[config.mk]
export PLATFORM = sky130hd
export DESIGN_NAME = mem_op_decode
export DESIGN_NICKNAME = d
export VERILOG_FILES = /design/src/hw/lsu_pkg.sv /design/src/hw/mem_op_decode.sv
export VERILOG_INCLUDE_DIRS = /design/src /design/src/hw
export SDC_FILE = /design/constraint.sdc
export NUM_CORES = 1
export LEC_CHECK = 0
export ABC_CLOCK_PERIOD_IN_PS = 1700
export BUFFER_PORTS_ARGS = -buffer_cell sky130_fd_sc_hd__buf_2
export CAP_MARGIN = 5
export CORE_ASPECT_RATIO = 1.1
export CORE_MARGIN = 2
export CORE_UTILIZATION = 41
export CTS_CLUSTER_DIAMETER = 50
export CTS_CLUSTER_SIZE = 24
export DETAILED_ROUTE_END_ITERATION = 8
export HOLD_SLACK_MARGIN = 0.02
export PLACE_DENSITY_LB_ADDON = 0.15
export SKIP_CTS_REPAIR_TIMING = 1
export SLEW_MARGIN = 20
export SYNTH_ARGS = -nofsm -noshare
export SYNTH_HDL_FRONTEND = slang
export SYNTH_SLANG_ARGS = --single-unit
[constraint.sdc]
create_clock -name clk -period 1.7 [get_ports clk]
set_clock_uncertainty 0.1 [all_clocks]
set_input_delay 0.34 -clock clk [delete_from_list [all_inputs] [get_ports clk]]
set_output_delay 0.34 -clock clk [all_outputs]
set_load 0.02 [all_outputs]
[src/hw/lsu_consts.svh]
`ifndef LSU_CONSTS_SVH
`define LSU_CONSTS_SVH

// data and address width
`define LSU_WORD_WIDTH      32

// top address nibble that selects the scratchpad
`define LSU_SPM_REGION      31:28
`define LSU_SPM_BASE_HI     4'h1

// scratchpad word address width, 1024 words
`define LSU_SPM_DEPTH_LOG2  10

// AHB-Lite encodings
`define HTRANS_IDLE         2'b00
`define HTRANS_NONSEQ       2'b10
`define HSIZE_8             3'b000
`define HSIZE_16            3'b001
`define HSIZE_32            3'b010
`define HBURST_SINGLE       3'b000

`endif

[src/hw/lsu_pkg.sv]
package lsu_pkg;

    // memory operation from the CPU
    typedef enum logic [3:0] {
        MEM_NONE = 4'd0,
        MEM_LB   = 4'd1,
        MEM_LH   = 4'd2,
        MEM_LW   = 4'd3,
        MEM_LBU  = 4'd4,
        MEM_LHU  = 4'd5,
        MEM_SB   = 4'd6,
        MEM_SH   = 4'd7,
        MEM_SW   = 4'd8
    } mem_op_e;

    // where a pending load takes its word from
    typedef enum logic [1:0] {
        SRC_SPM = 2'd0,
        SRC_AHB = 2'd1,
        SRC_FWD = 2'd2
    } load_src_e;

endpackage

[src/hw/mem_op_decode.sv]
`include "lsu_consts.svh"

module mem_op_decode (
    input  logic                        clk,
    input  logic                        rst_n,
    input  lsu_pkg::mem_op_e            op,
    input  logic [`LSU_WORD_WIDTH-1:0]  addr,
    input  logic [`LSU_WORD_WIDTH-1:0]  store_data,
    input  logic                        accept,
    output logic                        rd_en,
    output logic                        we_en,
    output logic                        fwd_en,
    output logic                        misalign,
    output logic [3:0]                  byteena,
    output logic [`LSU_WORD_WIDTH-1:0]  wdata,
    output logic [`LSU_WORD_WIDTH-1:0]  fwd_data,
    output lsu_pkg::mem_op_e            load_op,
    output logic [1:0]                  byte_off
);

    logic                       is_load;
    logic                       is_store;
    logic                       bad_align;
    logic                       st_valid;
    logic [`LSU_WORD_WIDTH-3:0] st_word;
    logic [`LSU_WORD_WIDTH-1:0] st_data;

    // lane enables and store data replication
    always_comb begin
        is_load   = 1'b0;
        is_store  = 1'b0;
        bad_align = 1'b0;
        byteena   = 4'b0000;
        wdata     = store_data;
        case (op)
            lsu_pkg::MEM_LB, lsu_pkg::MEM_LBU: begin
                is_load = 1'b1;
                byteena = 4'b0001 << addr[1:0];
            end
            lsu_pkg::MEM_LH, lsu_pkg::MEM_LHU: begin
                is_load   = 1'b1;
                bad_align = addr[0];
                byteena   = 4'b0011 << addr[1:0];
            end
            lsu_pkg::MEM_LW: begin
                is_load   = 1'b1;
                bad_align = |addr[1:0];
                byteena   = 4'b1111;
            end
            lsu_pkg::MEM_SB: begin
                is_store = 1'b1;
                byteena  = 4'b0001 << addr[1:0];
                wdata    = {4{store_data[7:0]}};
            end
            lsu_pkg::MEM_SH: begin
                is_store  = 1'b1;
                bad_align = addr[0];
                byteena   = 4'b0011 << addr[1:0];
                wdata     = {2{store_data[15:0]}};
            end
            lsu_pkg::MEM_SW: begin
                is_store  = 1'b1;
                bad_align = |addr[1:0];
                byteena   = 4'b1111;
            end
            default: begin
            end
        endcase
    end

    // a misaligned request touches no memory and yields no result
    assign rd_en    = is_load && !bad_align;
    assign we_en    = is_store && !bad_align;
    assign misalign = bad_align && accept;
    assign load_op  = rd_en ? op : lsu_pkg::MEM_NONE;
    assign byte_off = addr[1:0];

    // forward only right behind a word store to the same word
    assign fwd_en   = rd_en && st_valid && (st_word == addr[`LSU_WORD_WIDTH-1:2]);
    assign fwd_data = st_data;

    always_ff @(posedge clk or negedge rst_n) begin
        if (!rst_n) begin
            st_valid <= 1'b0;
        end else if (accept && op != lsu_pkg::MEM_NONE) begin
            st_valid <= we_en && (op == lsu_pkg::MEM_SW);
        end
    end

    always_ff @(posedge clk) begin
        if (accept && we_en) begin
            st_word <= addr[`LSU_WORD_WIDTH-1:2];
            st_data <= store_data;
        end
    end

    a_rd_we_excl: assert property (@(posedge clk) disable iff (!rst_n) !(rd_en && we_en));

endmodule

==> impl_metrics.tcl <==
set metrics [dict create \
    tns_ns -8.38 \
    ant_nets 0 \
    min_period_over_period_pct 129 \
    hold_path.class "in2reg" \
    rows 32 \
    drt_pass1_iterations 4 \
    pin_count 149 \
    grt_setup_unrepaired "true" \
    worst_setup_path_end_kind "output port" \
    post-place-ws_ns -0.375 \
    avgSynthCellArea_um2 14.2 \
    drt-vias-per-instance 5.02 \
    fin_hold_ws_ns 0.0659 \
    layout-drive-gt1-share_pct 68.8 \
    crit_path_start_kind "flip-flop" \
    critPathArrivalTime_ns 1.76 \
    fp.dieW_um 85.6 \
    syn_area_um2 3000 \
    required_ns 1.26 \
    power.total_mw 4.17 \
    max_freq_ghz 0.455 \
    clockRootBuffer "clkbuf_8" \
    synthToLayoutAreaGrowth_pct 70.0 \
    async_flop_share_pct 1.59 \
    dieArea_um2 8030 \
    drtIter0Drc 86 \
    slew_viol_final 0 \
    postSynthCellCount 212 \
    grt_start_max_net_pins 33 \
    crit_type "reg2out" \
    cts_tree "built" \
    h-tree-depth 3 \
    wl_per_cell_um 17.3 \
    clk_transition_reported_paths_ns 0.08 \
    initial_core_util_pct 42.6 \
    grt_usage_pct 18.4 \
    gp_congestion 0.862 \
    numCtsBuffers 9 \
    dp_hpwl_mm 5.56 \
    yosysWarnings 0 \
    post-route-min-period_ns 2.20 \
    worstPathMaxFanout 1 \
    synthFlopType "edfxtp_1" \
    synth_cell_types 38 \
    dieHeight_um 93.8 \
    syn-num-nets 283 \
    ff2ff_setup_slack_ns 0.78 \
    worst_slack_ns -0.497 \
    grt_pass1_wl_mm 11.1 \
    p_per_area_nw_per_um2 817 \
    leakagePower_nw 2.12 \
    vdd_drop_max_mv 0.784 \
    drt-total-wl_mm 8.70 \
    ys_ff_latch 63 \
    maxCapViolCount 0 \
    violations "negative setup slack" \
    antenna_cells 0 \
    fp.coreArea_um2 7050 \
    yosysSeqAreaShare_pct 62.8 \
    cts.sinks 63 \
    port_buffers 147 \
    outcome "finished, violations left" \
    grt_pass1_vias 2340 \
    antenna_found_initial 0 \
    drc 0 \
    finish.net_count 483 \
    globalRouteOverflowTotal 0 \
    clk_path_buf_depth 2 \
    hold_viol_final 0 \
    clk_latency_ns 0.35 \
    finalSetupViolCount 72 \
    utilization_pct 72.5 \
    dr_total_vias 2520 \
    synth-edff-count 62 \
]
-- critical path, stage by stage, from the launching register on --
cell and delay (ns):
edfxtp_1 0.38, xnor2_1 0.16, nand4_1 0.11, nor4_1 0.29, buf_4 0.16, and3_4 0.15
buf_2 0.15
-- path summary, 6_finish.rpt --
kind                                startpoint      endpoint  cells after the start
worst max-delay path               st_word[24]        fwd_en                      6
worst min-delay path            store_data[22]  fwd_data[22]                      1
worst max register to register        st_valid      st_valid                      2
worst min register to register        st_valid      st_valid                      2
max in group asynchronous                rst_n      st_valid                      2
min in group asynchronous                rst_n      st_valid                      2
-- power breakdown --
group,switching (mW),internal (mW),leakage (nW)
clock,0.632,0.827,0.103
sequential,0.0226,1.78,0.578
combinational,0.454,0.455,1.44
total,1.11,3.06,2.12
-- final cells by class --
type,count,area (um^2)
fill,498,1940
sequential,63,1890
inverter,3,11.3
clock buffer,9,124
tap,85,106
clock inverter,7,96.3
multi-input combinational,125,1230
timing repair buffer,210,1650
-- synth_stat cells (2+ instances only) --
cell type | count | area (um^2)
nor4_1 | 3 | 18.8
inv_1 | 3 | 11.3
mux2i_1 | 8 | 80.1
and2_1 | 2 | 12.5
nand4_1 | 7 | 43.8
mux2_2 | 16 | 180
xnor2_1 | 30 | 263
buf_4 | 12 | 90.1
nand2_1 | 11 | 41.3
and2_2 | 2 | 15.0
o21a_1 | 3 | 22.5
o21ai_0 | 14 | 70.1
edfxtp_1 | 62 | 1860
buf_2 | 7 | 35.0
nor2_1 | 4 | 15.0
a21oi_1 | 6 | 30.0
-- per-layer routing --
layer | track usage [%] | up-vias | share of wire (%)
met5 | 0 | - | 0
met4 | 9.52 | 0 | 2.3
met3 | 5.62 | 17 | 7.3
met2 | 30.4 | 111 | 52
met1 | 21.6 | 1216 | 39
li1 | - | 1176 | -
-- state kept, by name, indices dropped and copies added (netlist names) --
signal / flops
st_valid: 1
fwd_data: 32
st_word: 30
-- layout by cell type, fill, tap and decap left out, types with 2 or more instances in the layout --
master	instances
xnor2_1	30
bufinv_16	2
inv_1	2
nor2_1	2
and2_4	4
clkbuf_16	4
mux2_2	8
buf_4	32
nand2_2	7
nand4_1	7
edfxtp_1	62
clkinvlp_4	2
buf_12	6
nor4_1	3
nor2_4	2
mux2i_1	6
o21ai_1	4
clkbuf_8	9
o21a_1	3
a21oi_2	6
buf_8	5
mux2i_4	2
buf_2	115
nand2_4	3
buf_6	47
o21ai_4	5
mux2_4	8
o21ai_2	5
-- stage by stage --
step	instances	area (um^2)
final	502	5110
after floorplan	212	3120
after detailed placement	465	4140
after CTS	481	4360
after global routing	502	5110
after global placement	465	4140
-- logic make-up after synthesis --
kind of cell,share of synthesized area (%)
xor+xnor,8.75
mux,8.67
simple gates,7.29
compound gates,6.96
fa+ha+maj,0.333
flops,62.8
buf+inv,5.04
other cells,0.125
No activity file was read; power rests on OpenSTA's default activity.
