<file path="src/hw/lsu_consts.svh">
`ifndef LSU_CONSTS_SVH
`define LSU_CONSTS_SVH

// data and address width
`define LSU_WORD_WIDTH      32

// top address nibble that selects the scratchpad
`define LSU_SPM_REGION      31:28
`define LSU_SPM_BASE_HI     4'h1

// scratchpad word address width, 1024 words
`define LSU_SPM_DEPTH_LOG2  10

// AHB-Lite encodings
`define HTRANS_IDLE         2'b00
`define HTRANS_NONSEQ       2'b10
`define HSIZE_8             3'b000
`define HSIZE_16            3'b001
`define HSIZE_32            3'b010
`define HBURST_SINGLE       3'b000

`endif

</file>
<file path="src/hw/lsu_pkg.sv">
package lsu_pkg;

    // memory operation from the CPU
    typedef enum logic [3:0] {
        MEM_NONE = 4'd0,
        MEM_LB   = 4'd1,
        MEM_LH   = 4'd2,
        MEM_LW   = 4'd3,
        MEM_LBU  = 4'd4,
        MEM_LHU  = 4'd5,
        MEM_SB   = 4'd6,
        MEM_SH   = 4'd7,
        MEM_SW   = 4'd8
    } mem_op_e;

    // where a pending load takes its word from
    typedef enum logic [1:0] {
        SRC_SPM = 2'd0,
        SRC_AHB = 2'd1,
        SRC_FWD = 2'd2
    } load_src_e;

endpackage

</file>
<file path="src/hw/ahb_mem_ctrl.sv">
`include "lsu_consts.svh"

module ahb_mem_ctrl (
    input  logic                            clk,
    input  logic                            rst_n,
    input  logic                            rd_en,
    input  logic                            we_en,
    input  logic                            fwd_en,
    input  logic [`LSU_WORD_WIDTH-1:0]      addr,
    input  logic [`LSU_WORD_WIDTH-1:0]      wdata,
    input  logic [3:0]                      byteena,
    input  logic [`LSU_WORD_WIDTH-1:0]      hrdata,
    input  logic                            hready,
    output logic [`LSU_WORD_WIDTH-1:0]      haddr,
    output logic [`LSU_WORD_WIDTH-1:0]      hwdata,
    output logic                            hwrite,
    output logic [2:0]                      hsize,
    output logic [2:0]                      hburst,
    output logic [1:0]                      htrans,
    output logic                            spm_rden,
    output logic                            spm_wren,
    output logic [`LSU_SPM_DEPTH_LOG2-1:0]  spm_addr,
    output logic [3:0]                      spm_byteena,
    output logic [`LSU_WORD_WIDTH-1:0]      spm_wdata,
    output logic                            stall,
    output logic                            accept,
    output logic                            bus_done,
    output logic [`LSU_WORD_WIDTH-1:0]      bus_rdata,
    output lsu_pkg::load_src_e              load_src
);

    typedef enum logic {
        ST_IDLE = 1'b0,
        ST_XFER = 1'b1
    } xfer_state_e;

    xfer_state_e                state;
    xfer_state_e                state_nxt;
    logic                       spm_sel;
    logic                       trans_start;
    logic [`LSU_WORD_WIDTH-1:0] hwdata_q;

    assign spm_sel = addr[`LSU_SPM_REGION] == `LSU_SPM_BASE_HI;

    // wait state in the data phase holds the CPU
    assign stall    = (state == ST_XFER) && !hready;
    assign accept   = !stall;
    assign bus_done = (state == ST_XFER) && hready;

    // forwarded loads never reach the bus
    assign trans_start = accept && !spm_sel && (we_en || (rd_en && !fwd_en));

    always_comb begin
        state_nxt = state;
        case (state)
            ST_IDLE: begin
                if (trans_start) begin
                    state_nxt = ST_XFER;
                end
            end
            ST_XFER: begin
                // back-to-back transfer keeps the machine busy
                if (hready && !trans_start) begin
                    state_nxt = ST_IDLE;
                end
            end
            default: begin
                state_nxt = ST_IDLE;
            end
        endcase
    end

    always_ff @(posedge clk or negedge rst_n) begin
        if (!rst_n) begin
            state <= ST_IDLE;
        end else begin
            state <= state_nxt;
        end
    end

    // address phase
    assign htrans = trans_start ? `HTRANS_NONSEQ : `HTRANS_IDLE;
    assign haddr  = trans_start ? addr : '0;
    assign hwrite = trans_start && we_en;
    assign hburst = `HBURST_SINGLE;

    always_comb begin
        case (byteena)
            4'b1111:          hsize = `HSIZE_32;
            4'b0011, 4'b1100: hsize = `HSIZE_16;
            default:          hsize = `HSIZE_8;
        endcase
    end

    // store data frozen while the slave waits
    always_ff @(posedge clk) begin
        if (!stall) begin
            hwdata_q <= wdata;
        end
    end

    assign hwdata    = (state == ST_XFER) ? hwdata_q : '0;
    assign bus_rdata = bus_done ? hrdata : '0;

    // scratchpad port
    assign spm_rden    = accept && spm_sel && rd_en && !fwd_en;
    assign spm_wren    = accept && spm_sel && we_en;
    assign spm_addr    = addr[`LSU_SPM_DEPTH_LOG2+1:2];
    assign spm_byteena = byteena;
    assign spm_wdata   = wdata;

    assign load_src = fwd_en  ? lsu_pkg::SRC_FWD :
                      spm_sel ? lsu_pkg::SRC_SPM : lsu_pkg::SRC_AHB;

    a_no_start_in_wait: assert property (@(posedge clk) disable iff (!rst_n)
        !(htrans == `HTRANS_NONSEQ && stall));
    a_spm_rw_excl: assert property (@(posedge clk) disable iff (!rst_n)
        !(spm_rden && spm_wren));

endmodule

</file>
<file path="config.mk">
export PLATFORM = sky130hd
export DESIGN_NAME = ahb_mem_ctrl
export DESIGN_NICKNAME = d
export VERILOG_FILES = /design/src/hw/lsu_pkg.sv /design/src/hw/ahb_mem_ctrl.sv
export VERILOG_INCLUDE_DIRS = /design/src /design/src/hw
export SDC_FILE = /design/constraint.sdc
export NUM_CORES = 1
export LEC_CHECK = 0
export ABC_AREA = 1
export BUFFER_PORTS_ARGS = -buffer_cell sky130_fd_sc_hd__buf_4
export CAP_MARGIN = 30
export CORE_AREA = 2 2 102 104
export CTS_BUF_LIST = sky130_fd_sc_hd__clkbuf_2 sky130_fd_sc_hd__clkbuf_4 sky130_fd_sc_hd__clkbuf_8
export CTS_CLUSTER_DIAMETER = 200
export CTS_CLUSTER_SIZE = 10
export DETAILED_ROUTE_END_ITERATION = 8
export DIE_AREA = 0 0 104 106
export PLACE_DENSITY = 0.62
export SLEW_MARGIN = 15
export SYNTH_ARGS = -nofsm -noshare
export SYNTH_HDL_FRONTEND = slang
export SYNTH_SLANG_ARGS = --single-unit
export TNS_END_PERCENT = 5
</file>
<file path="constraint.sdc">
create_clock -name clk -period 2.4 [get_ports clk]
set_clock_uncertainty 0.05 [all_clocks]
set_input_delay 0.48 -clock clk [delete_from_list [all_inputs] [get_ports clk]]
set_output_delay 0.48 -clock clk [all_outputs]
set_load 0.02 [all_outputs]
</file>
==> flow_metrics.env <==
export IMPL_status="finished clean"
export IMPL_clk_pin_slew_ps=70
export IMPL_htree_levels=2
export IMPL_grt_max_degree=34
export IMPL_top_layer="met4"
export IMPL_syn_area_um2=2323
export IMPL_synth_area_mux_share_pct=0
export IMPL_critical_path_top_delay_family="simple AND/OR/NAND/NOR gates"
export IMPL_ios=264
export IMPL_portBuffers=258
export IMPL_fmaxAchievable_ghz=0.4672
export IMPL_multiInputGateArea_um2=493.0
export IMPL_wire_per_inst_um=10.87
export IMPL_drc=0
export IMPL_finalPower_mw=2.132
export IMPL_place_area_um2=4003
export IMPL_yosysMostFrequentCell="inv_1"
export IMPL_syn_inst=318
export IMPL_ys_flop_type="edfxtp_1"
export IMPL_track_usage_pct=11.95
export IMPL_hpwlAfterDp_um=6117
export IMPL_synth_xor_area_share_pct=0
export IMPL_worstPathArrival_ps=1610
export IMPL_fillers=1054
export IMPL_viasPerCell=3.739
export IMPL_yosys_area_top_type_share_pct=41.36
export IMPL_worst_path_max_delay_cell="dfrtp_1"
export IMPL_final_nets=635
export IMPL_grt_pass1_vias=2354
export IMPL_hold_class="input pin to flop"
export IMPL_first_iter_violations=99
export IMPL_setup_violations=0
export IMPL_coreArea_um2=10000
export IMPL_drt_pass1_iter_count=4
export IMPL_synth_simple_gate_area_share_pct=19.98
export IMPL_cts_buffer_depth=2
export IMPL_power_density_nw_per_um2=514.1
export IMPL_critPathMaxStageDelay_ps=440
export IMPL_grt_pass1_wl_um=10680
export IMPL_required_ps=1870
export IMPL_hold_viol_final=0
export IMPL_crit_fanout=33
export IMPL_synth_top_cells_by_count="inv_1, nor2_1, buf_4"
export IMPL_num_vias=2490
export IMPL_cts_tree="built"
export IMPL_cts_sinks=33
export IMPL_postLayoutCellArea_um2=4146
export IMPL_post_route_util_pct=41.47
export IMPL_period_share_pct=89.18
export IMPL_rows=37
export IMPL_route_met3_wl_um=796
export IMPL_area_growth_pct=78.46
export IMPL_rrSetupSlack_ps=1010
export IMPL_seq_area_frac_synth_pct=42.43
export IMPL_cts_buffers=5
export IMPL_synth_area_top_cells="edfxtp_1, buf_4, inv_1"
export IMPL_async_flop_share_pct=3.030
export IMPL_synth_adder_area_share_pct=0
export IMPL_startpoint_type="flop"
export IMPL_slew_violations=0
export IMPL_clk_latency_ps=270
export IMPL_root_buffer="clkbuf_8"
export IMPL_seqCellArea_um2=985.9
export IMPL_dieHeight_um=106
export IMPL_cts_resized=0
export IMPL_post_cts_buffers=0
export IMPL_yosys_register_bits=33
export IMPL_synth_largest_area_cell="edfxtp_1"
export IMPL_antenna_found_initial=0
export IMPL_routed_wl_um=7237
export IMPL_grt_setup_unrepaired="false"
export IMPL_yosysWarningCount=0
export IMPL_drive_gt1_share_pct=51.70
export IMPL_synthDistinctLibCells=15
export IMPL_die_w_um=104
export IMPL_m1WireLength_um=2264
export IMPL_maxCapViolCount=0
export IMPL_vdd_drop_max_mv=0.2222
export IMPL_ant_nets=0
export IMPL_syn_avg_cell_area_um2=7.307
export IMPL_cp_cell_sequence="nand2_4, nand3_4, nor2_1, buf_4"
export IMPL_wl_met2_um=4132
export IMPL_fin_setup_tns_ps=0
export IMPL_worst_path_buf_inv=1
export IMPL_synth_edf_count=32
export IMPL_die_area_um2=11020
export IMPL_cts_hold_buf=1
export IMPL_start_util_pct=23.24
export IMPL_post_route_min_period_ps=2140
export IMPL_p_leak_nw=2.593
export IMPL_critical_path_class="flop to primary output"
export IMPL_overflow=0
export IMPL_synth_top_family_by_area="buffers and inverters"
export IMPL_synth_compound_area_share_pct=0.4308
export IMPL_endpoint_kind="primary output"
export IMPL_antenna_cells=0
export IMPL_gp_congestion=0.8243
-- flip-flops by register name (all words and copies together), names as in the netlist --
signal	cells
state	1
hwdata_q	32
-- logic make-up (layout without fill, tap and decap cells) --
logic type / Yosys count / count (layout)
AOI/OAI and AO/OA: 2 / 2
buffers and inverters: 166 / 374
other: 1 / 5
and+or+nand+nor: 116 / 116
DFF: 33 / 33
-- cells in the final DEF (no fill, tap or decap) --
| cell | netlist | layout |
|---|---|---|
| edfxtp_1 | 32 | 32 |
| a21oi_1 | 2 | 2 |
| dfrtp_1 | 1 | 1 |
| nor2_2 | 1 | 1 |
| bufinv_16 | 0 | 2 |
| nand2_4 | 1 | 1 |
| nand2_1 | 39 | 39 |
| nand2_2 | 1 | 1 |
| buf_4 | 53 | 262 |
| clkinv_2 | 0 | 1 |
| nand3_4 | 1 | 1 |
| nand3_1 | 2 | 2 |
| inv_1 | 103 | 103 |
| clkbuf_8 | 0 | 5 |
| conb_1 | 1 | 5 |
| dlygate4sd3_1 | 0 | 1 |
| nor2_1 | 71 | 71 |
-- final cells by class --
type / instances / area share [%]
Multi-Input combinational cell: 123 / 11.89
Sequential cell: 33 / 23.78
Clock inverter: 3 / 1.569
Tap cell: 136 / 4.104
Timing Repair Buffer: 263 / 47.68
Inverter: 103 / 9.324
Clock buffer: 5 / 1.660
-- per-layer routing --
| layer | GRT usage (%) | vias up |
|---|---|---|
| met5 | 0 | - |
| met4 | 3.185 | 0 |
| met3 | 3.188 | 2 |
| met2 | 25.33 | 158 |
| met1 | 10.98 | 1087 |
| li1 | - | 1243 |
-- path summary, 6_finish.rpt --
check / from / to / depth (start not counted)
worst min register to register: state / hwdata_q[6] / 1
worst max-delay path: state / haddr[16] / 4
max in group asynchronous: rst_n / state / 2
min in group asynchronous: rst_n / state / 2
worst max register to register: state / hwdata_q[19] / 2
worst min-delay path: wdata[24] / hwdata_q[24] / 1
-- power breakdown --
part,switching (mW),total [mW],internal [mW]
Clock,0.207,0.620,0.413
Combinational,0.452,0.817,0.366
Sequential,0.0118,0.694,0.683
-- through the flow --
stage / hold slack [ps] / std cells / worst slack (ps)
finish: 332.6 / 666 / 259.6
global route: 314.8 / 666 / 82.80
CTS: 320.1 / 666 / 201.2
detailed placement: 210.6 / 657 / 353.5
global placement: 207.4 / 657 / 391.3
floorplan: 134.4 / 322 / 420.2
Power figures use the tool's default switching activity.
