===== src/hw/lsu_consts.svh =====
`ifndef LSU_CONSTS_SVH
`define LSU_CONSTS_SVH

// data and address width
`define LSU_WORD_WIDTH      32

// top address nibble that selects the scratchpad
`define LSU_SPM_REGION      31:28
`define LSU_SPM_BASE_HI     4'h1

// scratchpad word address width, 1024 words
`define LSU_SPM_DEPTH_LOG2  10

// AHB-Lite encodings
`define HTRANS_IDLE         2'b00
`define HTRANS_NONSEQ       2'b10
`define HSIZE_8             3'b000
`define HSIZE_16            3'b001
`define HSIZE_32            3'b010
`define HBURST_SINGLE       3'b000

`endif


===== src/hw/lsu_pkg.sv =====
package lsu_pkg;

    // memory operation from the CPU
    typedef enum logic [3:0] {
        MEM_NONE = 4'd0,
        MEM_LB   = 4'd1,
        MEM_LH   = 4'd2,
        MEM_LW   = 4'd3,
        MEM_LBU  = 4'd4,
        MEM_LHU  = 4'd5,
        MEM_SB   = 4'd6,
        MEM_SH   = 4'd7,
        MEM_SW   = 4'd8
    } mem_op_e;

    // where a pending load takes its word from
    typedef enum logic [1:0] {
        SRC_SPM = 2'd0,
        SRC_AHB = 2'd1,
        SRC_FWD = 2'd2
    } load_src_e;

endpackage


===== src/hw/load_align.sv =====
`include "lsu_consts.svh"

module load_align (
    input  logic                        clk,
    input  logic                        rst_n,
    input  logic                        accept,
    input  lsu_pkg::mem_op_e            load_op,
    input  logic [1:0]                  byte_off,
    input  lsu_pkg::load_src_e          load_src,
    input  logic [`LSU_WORD_WIDTH-1:0]  fwd_data,
    input  logic [`LSU_WORD_WIDTH-1:0]  spm_rdata,
    input  logic [`LSU_WORD_WIDTH-1:0]  bus_rdata,
    input  logic                        bus_done,
    output logic                        load_valid,
    output logic [`LSU_WORD_WIDTH-1:0]  load_data
);

    logic                       s1_valid;
    lsu_pkg::mem_op_e           s1_op;
    logic [1:0]                 s1_off;
    lsu_pkg::load_src_e         s1_src;
    logic [`LSU_WORD_WIDTH-1:0] s1_fwd;
    logic                       s1_ahb;
    logic                       s1_local;
    logic                       s2_valid;
    lsu_pkg::mem_op_e           s2_op;
    logic [1:0]                 s2_off;
    lsu_pkg::mem_op_e           sel_op;
    logic [1:0]                 sel_off;
    logic [`LSU_WORD_WIDTH-1:0] sel_word;
    logic [`LSU_WORD_WIDTH-1:0] shifted;

    assign s1_ahb   = s1_valid && (s1_src == lsu_pkg::SRC_AHB);
    assign s1_local = s1_valid && (s1_src != lsu_pkg::SRC_AHB);

    // decode reports MEM_NONE for anything that is not a good load
    always_ff @(posedge clk or negedge rst_n) begin
        if (!rst_n) begin
            s1_valid <= 1'b0;
            s2_valid <= 1'b0;
        end else begin
            s1_valid <= accept && (load_op != lsu_pkg::MEM_NONE);
            if (s1_ahb && !bus_done) begin
                s2_valid <= 1'b1;
            end else if (bus_done) begin
                s2_valid <= 1'b0;
            end
        end
    end

    always_ff @(posedge clk) begin
        if (accept && load_op != lsu_pkg::MEM_NONE) begin
            s1_op  <= load_op;
            s1_off <= byte_off;
            s1_src <= load_src;
            s1_fwd <= fwd_data;
        end
        // bus load still waiting on its data phase
        if (s1_ahb) begin
            s2_op  <= s1_op;
            s2_off <= s1_off;
        end
    end

    always_comb begin
        sel_op   = s1_op;
        sel_off  = s1_off;
        sel_word = (s1_src == lsu_pkg::SRC_FWD) ? s1_fwd : spm_rdata;
        if (!s1_local) begin
            if (!s1_ahb) begin
                sel_op  = s2_op;
                sel_off = s2_off;
            end
            sel_word = bus_rdata;
        end
        shifted = sel_word >> {sel_off, 3'b000};
        case (sel_op)
            lsu_pkg::MEM_LB:  load_data = {{24{shifted[7]}}, shifted[7:0]};
            lsu_pkg::MEM_LBU: load_data = {24'd0, shifted[7:0]};
            lsu_pkg::MEM_LH:  load_data = {{16{shifted[15]}}, shifted[15:0]};
            lsu_pkg::MEM_LHU: load_data = {16'd0, shifted[15:0]};
            default:          load_data = sel_word;
        endcase
    end

    // bus_done of a store has no pending load behind it
    assign load_valid = s1_local || (bus_done && (s1_ahb || s2_valid));

endmodule


===== config.mk =====
export PLATFORM = sky130hd
export DESIGN_NAME = load_align
export DESIGN_NICKNAME = d
export VERILOG_FILES = /design/src/hw/lsu_pkg.sv /design/src/hw/load_align.sv
export VERILOG_INCLUDE_DIRS = /design/src /design/src/hw
export SDC_FILE = /design/constraint.sdc
export NUM_CORES = 1
export LEC_CHECK = 0
export ABC_CLOCK_PERIOD_IN_PS = 2300
export BUFFER_PORTS_ARGS = -buffer_cell sky130_fd_sc_hd__buf_2
export CORE_MARGIN = 3
export CORE_UTILIZATION = 48
export CTS_CLUSTER_SIZE = 10
export DETAILED_ROUTE_END_ITERATION = 10
export HOLD_SLACK_MARGIN = 0.12
export PLACE_DENSITY = 0.81
export SLEW_MARGIN = 20
export SYNTH_ARGS = -nofsm -noshare
export SYNTH_HDL_FRONTEND = slang
export SYNTH_SLANG_ARGS = --single-unit

===== constraint.sdc =====
create_clock -name clk -period 2.3 [get_ports clk]
set_input_delay 0 -clock clk [delete_from_list [all_inputs] [get_ports clk]]
set_output_delay 0 -clock clk [all_outputs]
set_load 0.05 [all_outputs]

==> flow_summary.ini, run 1 <==
[status]
outcome = finished with violations
violations = negative setup slack

[layout]
nets = 592
nFillCells = 278
area_growth_syn_to_layout_pct = 68.49
fin_area_sq_mm = 0.005251
stdcell_count = 560
diodes = 0
layout-drive-gt1-share_pct = 54.02

[routing]
dr_total_vias = 3557
wirelength_um = 13050
drcViolationCount = 0
drt_iter0_markers = 528
via_per_inst = 6.352
first_pass_iters = 5
post_drt_wl_per_cell_um = 23.31
ant_nets = 0

[timing]
fmax_ghz = 0.3867
fin_skew_ns = 0.002512
finalHoldViolCount = 0
drv_slew = 0
final-setup-viol-count = 32
period_minus_slack_ns = 2.586
rsz0062_at_grt = yes
fin_ws_ns = -0.2859
relSlewSlack_pct = 34.68
setup_tns_ns = -4.826
period_share_pct = 112.4
worst_slew_pin_slew_ns = 0.9798

[global_route]
antenna_found_initial = 0
grt_max_degree = 42
grt_pass1_vias = 3521
grt.overflow.total = 0
grt_pass1_wl_um = 18710
track_usage_pct = 32.54

[clock_network]
cts_sinks = 48
clkTransAtPathRegs_ns = 0.09
htree_levels = 2
clk_latency_ns = 0.30
clockBufferDepth = 2
cts_made_buffers = 5
root_buffer = clkbuf_8
cts_tree = done

[run]
maxCapViolations = 0

[synth]
synth-xor-area-share_pct = 0.5219
synth.most_common_cell = edfxtp_1
yosys_warnings = 0
syn_area_per_cell_sq_um = 11.37
post_synth_and_or_nand_nor_area_fraction_pct = 10.40
yosys-top-cells-count = 46 x edfxtp_1, 29 x mux2i_1, 20 x nand2_1
netlist_instances = 274
synth-seq-cells = 48
synth_cell_types = 48
syn-cell-area_sq_mm = 0.003117
ys_seq_area_share_pct = 45.93
synthAdderAreaFrac_pct = 0
async_reset_ff_share_pct = 4.167
synth_mux_area_share_pct = 15.66
synth_top_family_by_area = compound AO/OA/AOI/OAI gates
synth.area.top_cells = edfxtp_1 44%, mux2i_1 9.3%, mux2_2 4.3%
netlist.area_leader.share_pct = 44.32
synth_edf_count = 46
synth_fp_nets = 382
synth_compound_area_share_pct = 22.44
synth_top_area_cell = edfxtp_1
synth-main-ff-cell = edfxtp_1

[floorplanning]
die-area_sq_mm = 0.007496
row_count = 28
ioPinCount = 141
start_util_pct = 51.13
die-height_um = 86.58
core_area_sq_mm = 0.006096
die_width_um = 86.58

[hold_path]
worstHoldPathCells = 3
hp-start = bus_done
hold_path_class = in2reg
min_to = s2_valid$_DFFE_PN0P_

[critical_path]
cp-end-kind = output port
cp_max_fo = 7
crit_required_ns = 2.30
reg2reg_slack_ns = 0.90
path_class = reg2out
ff2ff_path_depth = 5
cp-start-kind = register
crit_arrival_ns = 2.59
timing.rr.start = s1_valid$_DFF_PN0_

[pwr]
leakage_nw = 2.246
power.density_mw_per_mm2 = 649.7
max-vdd-ir-drop_v = 0.0004290
total_power_mw = 3.412

[place]
placedInstanceArea_sq_mm = 0.004034
dp_slack_ns = -0.03638
dp.cells = 492
portBuffers = 140
place_congestion = 0.8913
dp_hpwl_um = 6973
## where the power goes
group / internal (mW) / total, mW / switching (mW)
Combinational: 0.699 / 1.71 / 1.01
Sequential: 1.04 / 1.08 / 0.0406
Clock: 0.323 / 0.617 / 0.293
Total: 2.06 / 3.41 / 1.35
## worst max-delay path, stage by stage (launching register included)
cell and delay [ns]:
edfxtp_1 0.49, xor2_2 0.31, o22a_1 0.20, o22ai_2 0.12, o221a_1 0.29, or2_4 0.29
buf_6 0.15, o211ai_1 0.16, buf_4 0.27
## cell usage in the layout (no fill, tap or decap), drive strengths merged, types with 3 or more instances in the layout
master and count:
clkbuf 8, o211ai 20, o32ai 6, nor2 18, and2 5, nand3b 4
nand3 3, inv 4, edfxtp 46, a21oi 4, o22a 7, mux2i 30
mux2 16, nand2 21, a22oi 7, dlygate4sd3 43, buf 177, or3 3
o22ai 8, o221ai 4, o21ai 18, a21bo 4, nand2b 7
## per-stage QoR
stage	hold WS (ns)	utilization, %
global placement	-0.2156	66.17
finish	0.3984	86.15
global route	0.3986	86.15
floorplan	-0.2956	-
CTS	0.3898	84.20
detailed placement	-0.2121	66.17
## layout make-up
type / instances / area [sq um] / area share, %
flip-flops and latches: 48 / 1431 / 27.26
multi-input cells: 202 / 1877 / 35.74
inverters: 4 / 17.52 / 0.3336
repair buffers: 223 / 1724 / 32.83
well taps: 75 / 93.84 / 1.787
clock buffers: 6 / 72.57 / 1.382
clock inverters: 2 / 35.03 / 0.6671
## logic make-up after synthesis
kind of cell	count (synthesis)
buf+inv	24
mux	46
compound gates	89
xor+xnor	1
simple gates	66
flops	48
## worst max path at each step
stage,end,from,slack (ns)
2_1_floorplan,load_data[0],s1_valid$_DFF_PN0_,-0.11
3_3_place_gp,load_data[0],s1_src[0]$_DFFE_PP_,0.08
3_5_place_dp,load_data[10],s1_src[1]$_DFFE_PP_,-0.04
4_1_cts,load_data[23],s1_src[0]$_DFFE_PP_,-0.10
5_1_grt,load_data[23],s1_src[1]$_DFFE_PP_,-0.33
6_report,load_data[23],s1_src[1]$_DFFE_PP_,-0.29
## per-layer routing
layer  vias to the layer above  GRT usage, %  wire (um)
met5                         -             0          0
met2                       334         58.14       6596
met4                         0         8.782        444
li1                       1501             -          -
met1                      1659         39.26       4481
met3                        63         7.510       1530
## timing repair
item                       in CTS  in global routing
hold endpoints to repair       43                  0
cloned                          2                  2
gates resized for setup       107                 11
pin swaps                      17                  9
hold buffers                   43                  0
setup endpoints to repair      32                 32
setup buffers                  12                  2
No activity file was read; power rests on OpenSTA's default activity.
==> inputs of run 2 (changes only) <==
--- a/config.mk
+++ b/config.mk
@@ -7,10 +7,9 @@
 export NUM_CORES = 1
 export LEC_CHECK = 0
 export ABC_CLOCK_PERIOD_IN_PS = 2300
-export BUFFER_PORTS_ARGS = -buffer_cell sky130_fd_sc_hd__buf_2
+export BUFFER_PORTS_ARGS = -buffer_cell sky130_fd_sc_hd__clkbuf_2
 export CORE_MARGIN = 3
 export CORE_UTILIZATION = 48
-export CTS_CLUSTER_SIZE = 10
 export DETAILED_ROUTE_END_ITERATION = 10
 export HOLD_SLACK_MARGIN = 0.12
 export PLACE_DENSITY = 0.81
==> flow_summary.ini, run 2 <==
[status]
outcome = aborted with a tool error
failed_stage = global routing
tool.error = [ERROR DPL-0038] Utilization greater than 100%, impossible to legalize

[synth]
synth-seq-cells = 48
synth.most_common_cell = edfxtp_1
synth_edf_count = 46
synth_top_area_cell = edfxtp_1
syn-cell-area_sq_mm = 0.003117
async_reset_ff_share_pct = 4.167
synth_cell_types = 48
ys_seq_area_share_pct = 45.93
syn_area_per_cell_sq_um = 11.37
netlist.area_leader.share_pct = 44.32
synth.area.top_cells = edfxtp_1 44%, mux2i_1 9.3%, mux2_2 4.3%
netlist_instances = 274
yosys_warnings = 0
synth_fp_nets = 382
yosys-top-cells-count = 46 x edfxtp_1, 29 x mux2i_1, 20 x nand2_1
synth-main-ff-cell = edfxtp_1

[place]
placedInstanceArea_sq_mm = 0.004357
place_congestion = 0.8453
portBuffers = 140
dp_slack_ns = -0.08325
dp_hpwl_um = 7480

[clock_network]
htree_levels = 2
cts_sinks = 48
cts_made_buffers = 5
root_buffer = clkbuf_8
clockBufferDepth = 2

[floorplanning]
die-height_um = 86.58
die_width_um = 86.58
row_count = 28
start_util_pct = 51.13
ioPinCount = 141

[timing]
worstEndpointType = top-level output
grt-worst-endpoint = load_data[16]

[global_route]
grt_max_degree = 42
run 2: cell counts after synthesis:
Identical to the previous run, type by type.
run 2: cells by family after synthesis:
logic type / synth area share (%)
buf+inv: 5.058
simple gates: 10.40
compound gates: 22.44
flops: 45.93
mux: 15.66
xor+xnor: 0.5220
run 2: per-stage QoR:
stage                     std cells  hold slack [ns]  util (%)
after floorplan                 274          -0.2956         -
after global placement          502          -0.2148     71.47
after CTS                       588           0.3972     96.98
after detailed placement        502          -0.2078     71.47
run 2: timing repair:
action | CTS
pin swaps | 29
setup buffers | 29
hold buffers | 43
gates cloned | 6
resized for setup | 125
endpoints found under the setup margin | 32
endpoints found under the hold margin | 43
==> inputs of run 3 (changes only) <==
--- a/config.mk
+++ b/config.mk
@@ -9,10 +9,9 @@
 export ABC_CLOCK_PERIOD_IN_PS = 2300
 export BUFFER_PORTS_ARGS = -buffer_cell sky130_fd_sc_hd__clkbuf_2
 export CORE_MARGIN = 3
-export CORE_UTILIZATION = 48
+export CORE_UTILIZATION = 40
 export DETAILED_ROUTE_END_ITERATION = 10
-export HOLD_SLACK_MARGIN = 0.12
-export PLACE_DENSITY = 0.81
+export PLACE_DENSITY_LB_ADDON = 0.15
 export SLEW_MARGIN = 20
 export SYNTH_ARGS = -nofsm -noshare
 export SYNTH_HDL_FRONTEND = slang
==> flow_summary.ini, run 3 (same netlist as run 1, synthesis figures left out) <==
[status]
outcome = finished with violations
violations = negative setup slack

[routing]
wirelength_um = 12490
met1_length_um = 4854
top_layer = met4
dr_total_vias = 3437
via_per_inst = 5.672
drt_iter0_markers = 293
post_drt_wl_per_cell_um = 20.61
drcViolationCount = 0
first_pass_iters = 5
dr_wl_met3_um = 971
met2_wirelength_um = 6387
ant_nets = 0

[timing]
fin_skew_ns = 0.002418
final-setup-viol-count = 30
drv_slew = 0
setup_tns_ns = -4.389
period_minus_slack_ns = 2.512
worst_slew_pin_slew_ns = 0.9543
finalHoldViolCount = 0
rsz0062_at_grt = yes
period_share_pct = 109.2
fin_ws_ns = -0.2118
relSlewSlack_pct = 36.38
fmax_ghz = 0.3981

[clock_network]
clk_latency_ns = 0.30
cts_sinks = 48
cts_tree = done
htree_levels = 2
clkTransAtPathRegs_ns = 0.09
clockBufferDepth = 2
root_buffer = clkbuf_8
cts_made_buffers = 5

[critical_path]
cpPeakStageDelay_ns = 0.52
timing.rr.start = s1_src[1]$_DFFE_PP_
cp_cell_sequence = nand2b_4 -> buf_4 -> o22a_1 -> o22ai_4 -> o221a_1 -> or2_4 -> buf_12 -> o211ai_1 -> clkbuf_8
cp_top_family = compound AO/OA/AOI/OAI gates
cp-end-kind = output port
path_class = reg2out
ff2ff_path_depth = 5
cp_max_fo = 7
cp-start-kind = register
critPathSlowestCell = edfxtp_1
reg2reg_slack_ns = 0.77
crit_required_ns = 2.30
worstSetupEndpoint = load_data[16]
crit_buf_inv = 3
crit_cells = 9
crit_arrival_ns = 2.51
startpoint = s1_src[1]$_DFFE_PP_

[layout]
final_common_cell = clkbuf_2
most-common-layout-cells = 108 x clkbuf_2, 46 x edfxtp_1, 43 x dlygate4sd3_1
multi_input_area_sq_mm = 0.002108
layout-drive-gt1-share_pct = 58.19
nFillCells = 428
diodes = 0
stdcell_count = 606
nets = 614
area_growth_syn_to_layout_pct = 90.69
seq_area_sq_mm = 0.001431
fin_area_sq_mm = 0.005943

[run]
maxCapViolations = 0

[place]
placedInstanceArea_sq_mm = 0.004332
dp_hpwl_um = 7397
portBuffers = 140
place_congestion = 0.8380
dp.cells = 522
dp_slack_ns = 0.07766

[floorplanning]
core_area_sq_mm = 0.007408
row_count = 31
ioPinCount = 141
die_width_um = 94.27
start_util_pct = 42.07
die-height_um = 94.27
die-area_sq_mm = 0.008887

[global_route]
grt_max_degree = 42
antenna_found_initial = 0
track_usage_pct = 24.56
grt.overflow.total = 0
grt_pass1_wl_um = 16990
grt_pass1_vias = 3411

[hold_path]
hold_path_class = in2reg

[pwr]
max-vdd-ir-drop_v = 0.0004701
power.density_mw_per_mm2 = 617.8
total_power_mw = 3.672
leakage_nw = 2.527
run 3: worst min-delay path by stage:
stage	start	cells after the start	slack, ns	to
after floorplan	rst_n	0	-0.30	s1_valid$_DFF_PN0_
after global placement	rst_n	1	-0.21	s2_valid$_DFFE_PN0P_
after detailed placement	rst_n	1	-0.21	s2_valid$_DFFE_PN0P_
after CTS	fwd_data[3]	2	0.40	s1_fwd[3]$_DFFE_PP_
after global routing	fwd_data[2]	2	0.40	s1_fwd[2]$_DFFE_PP_
final	accept	2	0.38	s1_valid$_DFF_PN0_
run 3: report_power, final:
part           switching [mW]  leakage [nW]  internal [mW]
combinational            1.08          2.01          0.966
clock                   0.292        0.0445          0.245
sequential             0.0414         0.470           1.04
run 3: through the flow:
step / util [%] / hold WS (ns)
after floorplan: - / -0.2956
after global placement: 58.47 / -0.2129
after CTS: 72.84 / 0.3986
after detailed placement: 58.47 / -0.2117
after global routing: 80.22 / 0.4041
final: 80.22 / 0.3823
run 3: final cells by class:
| class | instances | share of cell area [%] |
|---|---|---|
| multi-input combinational | 203 | 35.47 |
| clock buffer | 7 | 1.453 |
| inverter | 4 | 0.2526 |
| sequential | 48 | 24.08 |
| tap | 99 | 2.084 |
| clock inverter | 1 | 0.1263 |
| timing repair buffer | 244 | 36.53 |
run 3: per-layer routing:
metal  global-route usage (%)  up-vias
met5                        0        -
met4                    6.017        0
met3                    4.968       27
met2                    41.37      206
met1                    32.26     1656
li1                         -     1548
run 3: timing repair:
item / CTS / global route
gates cloned: 1 / 4
gates resized for setup: 87 / 71
buffers inserted: 14 / 14
endpoints found under the hold margin: 43 / 0
endpoints found under the setup margin: 32 / 32
hold buffers: 43 / 0
pin swaps: 8 / 19
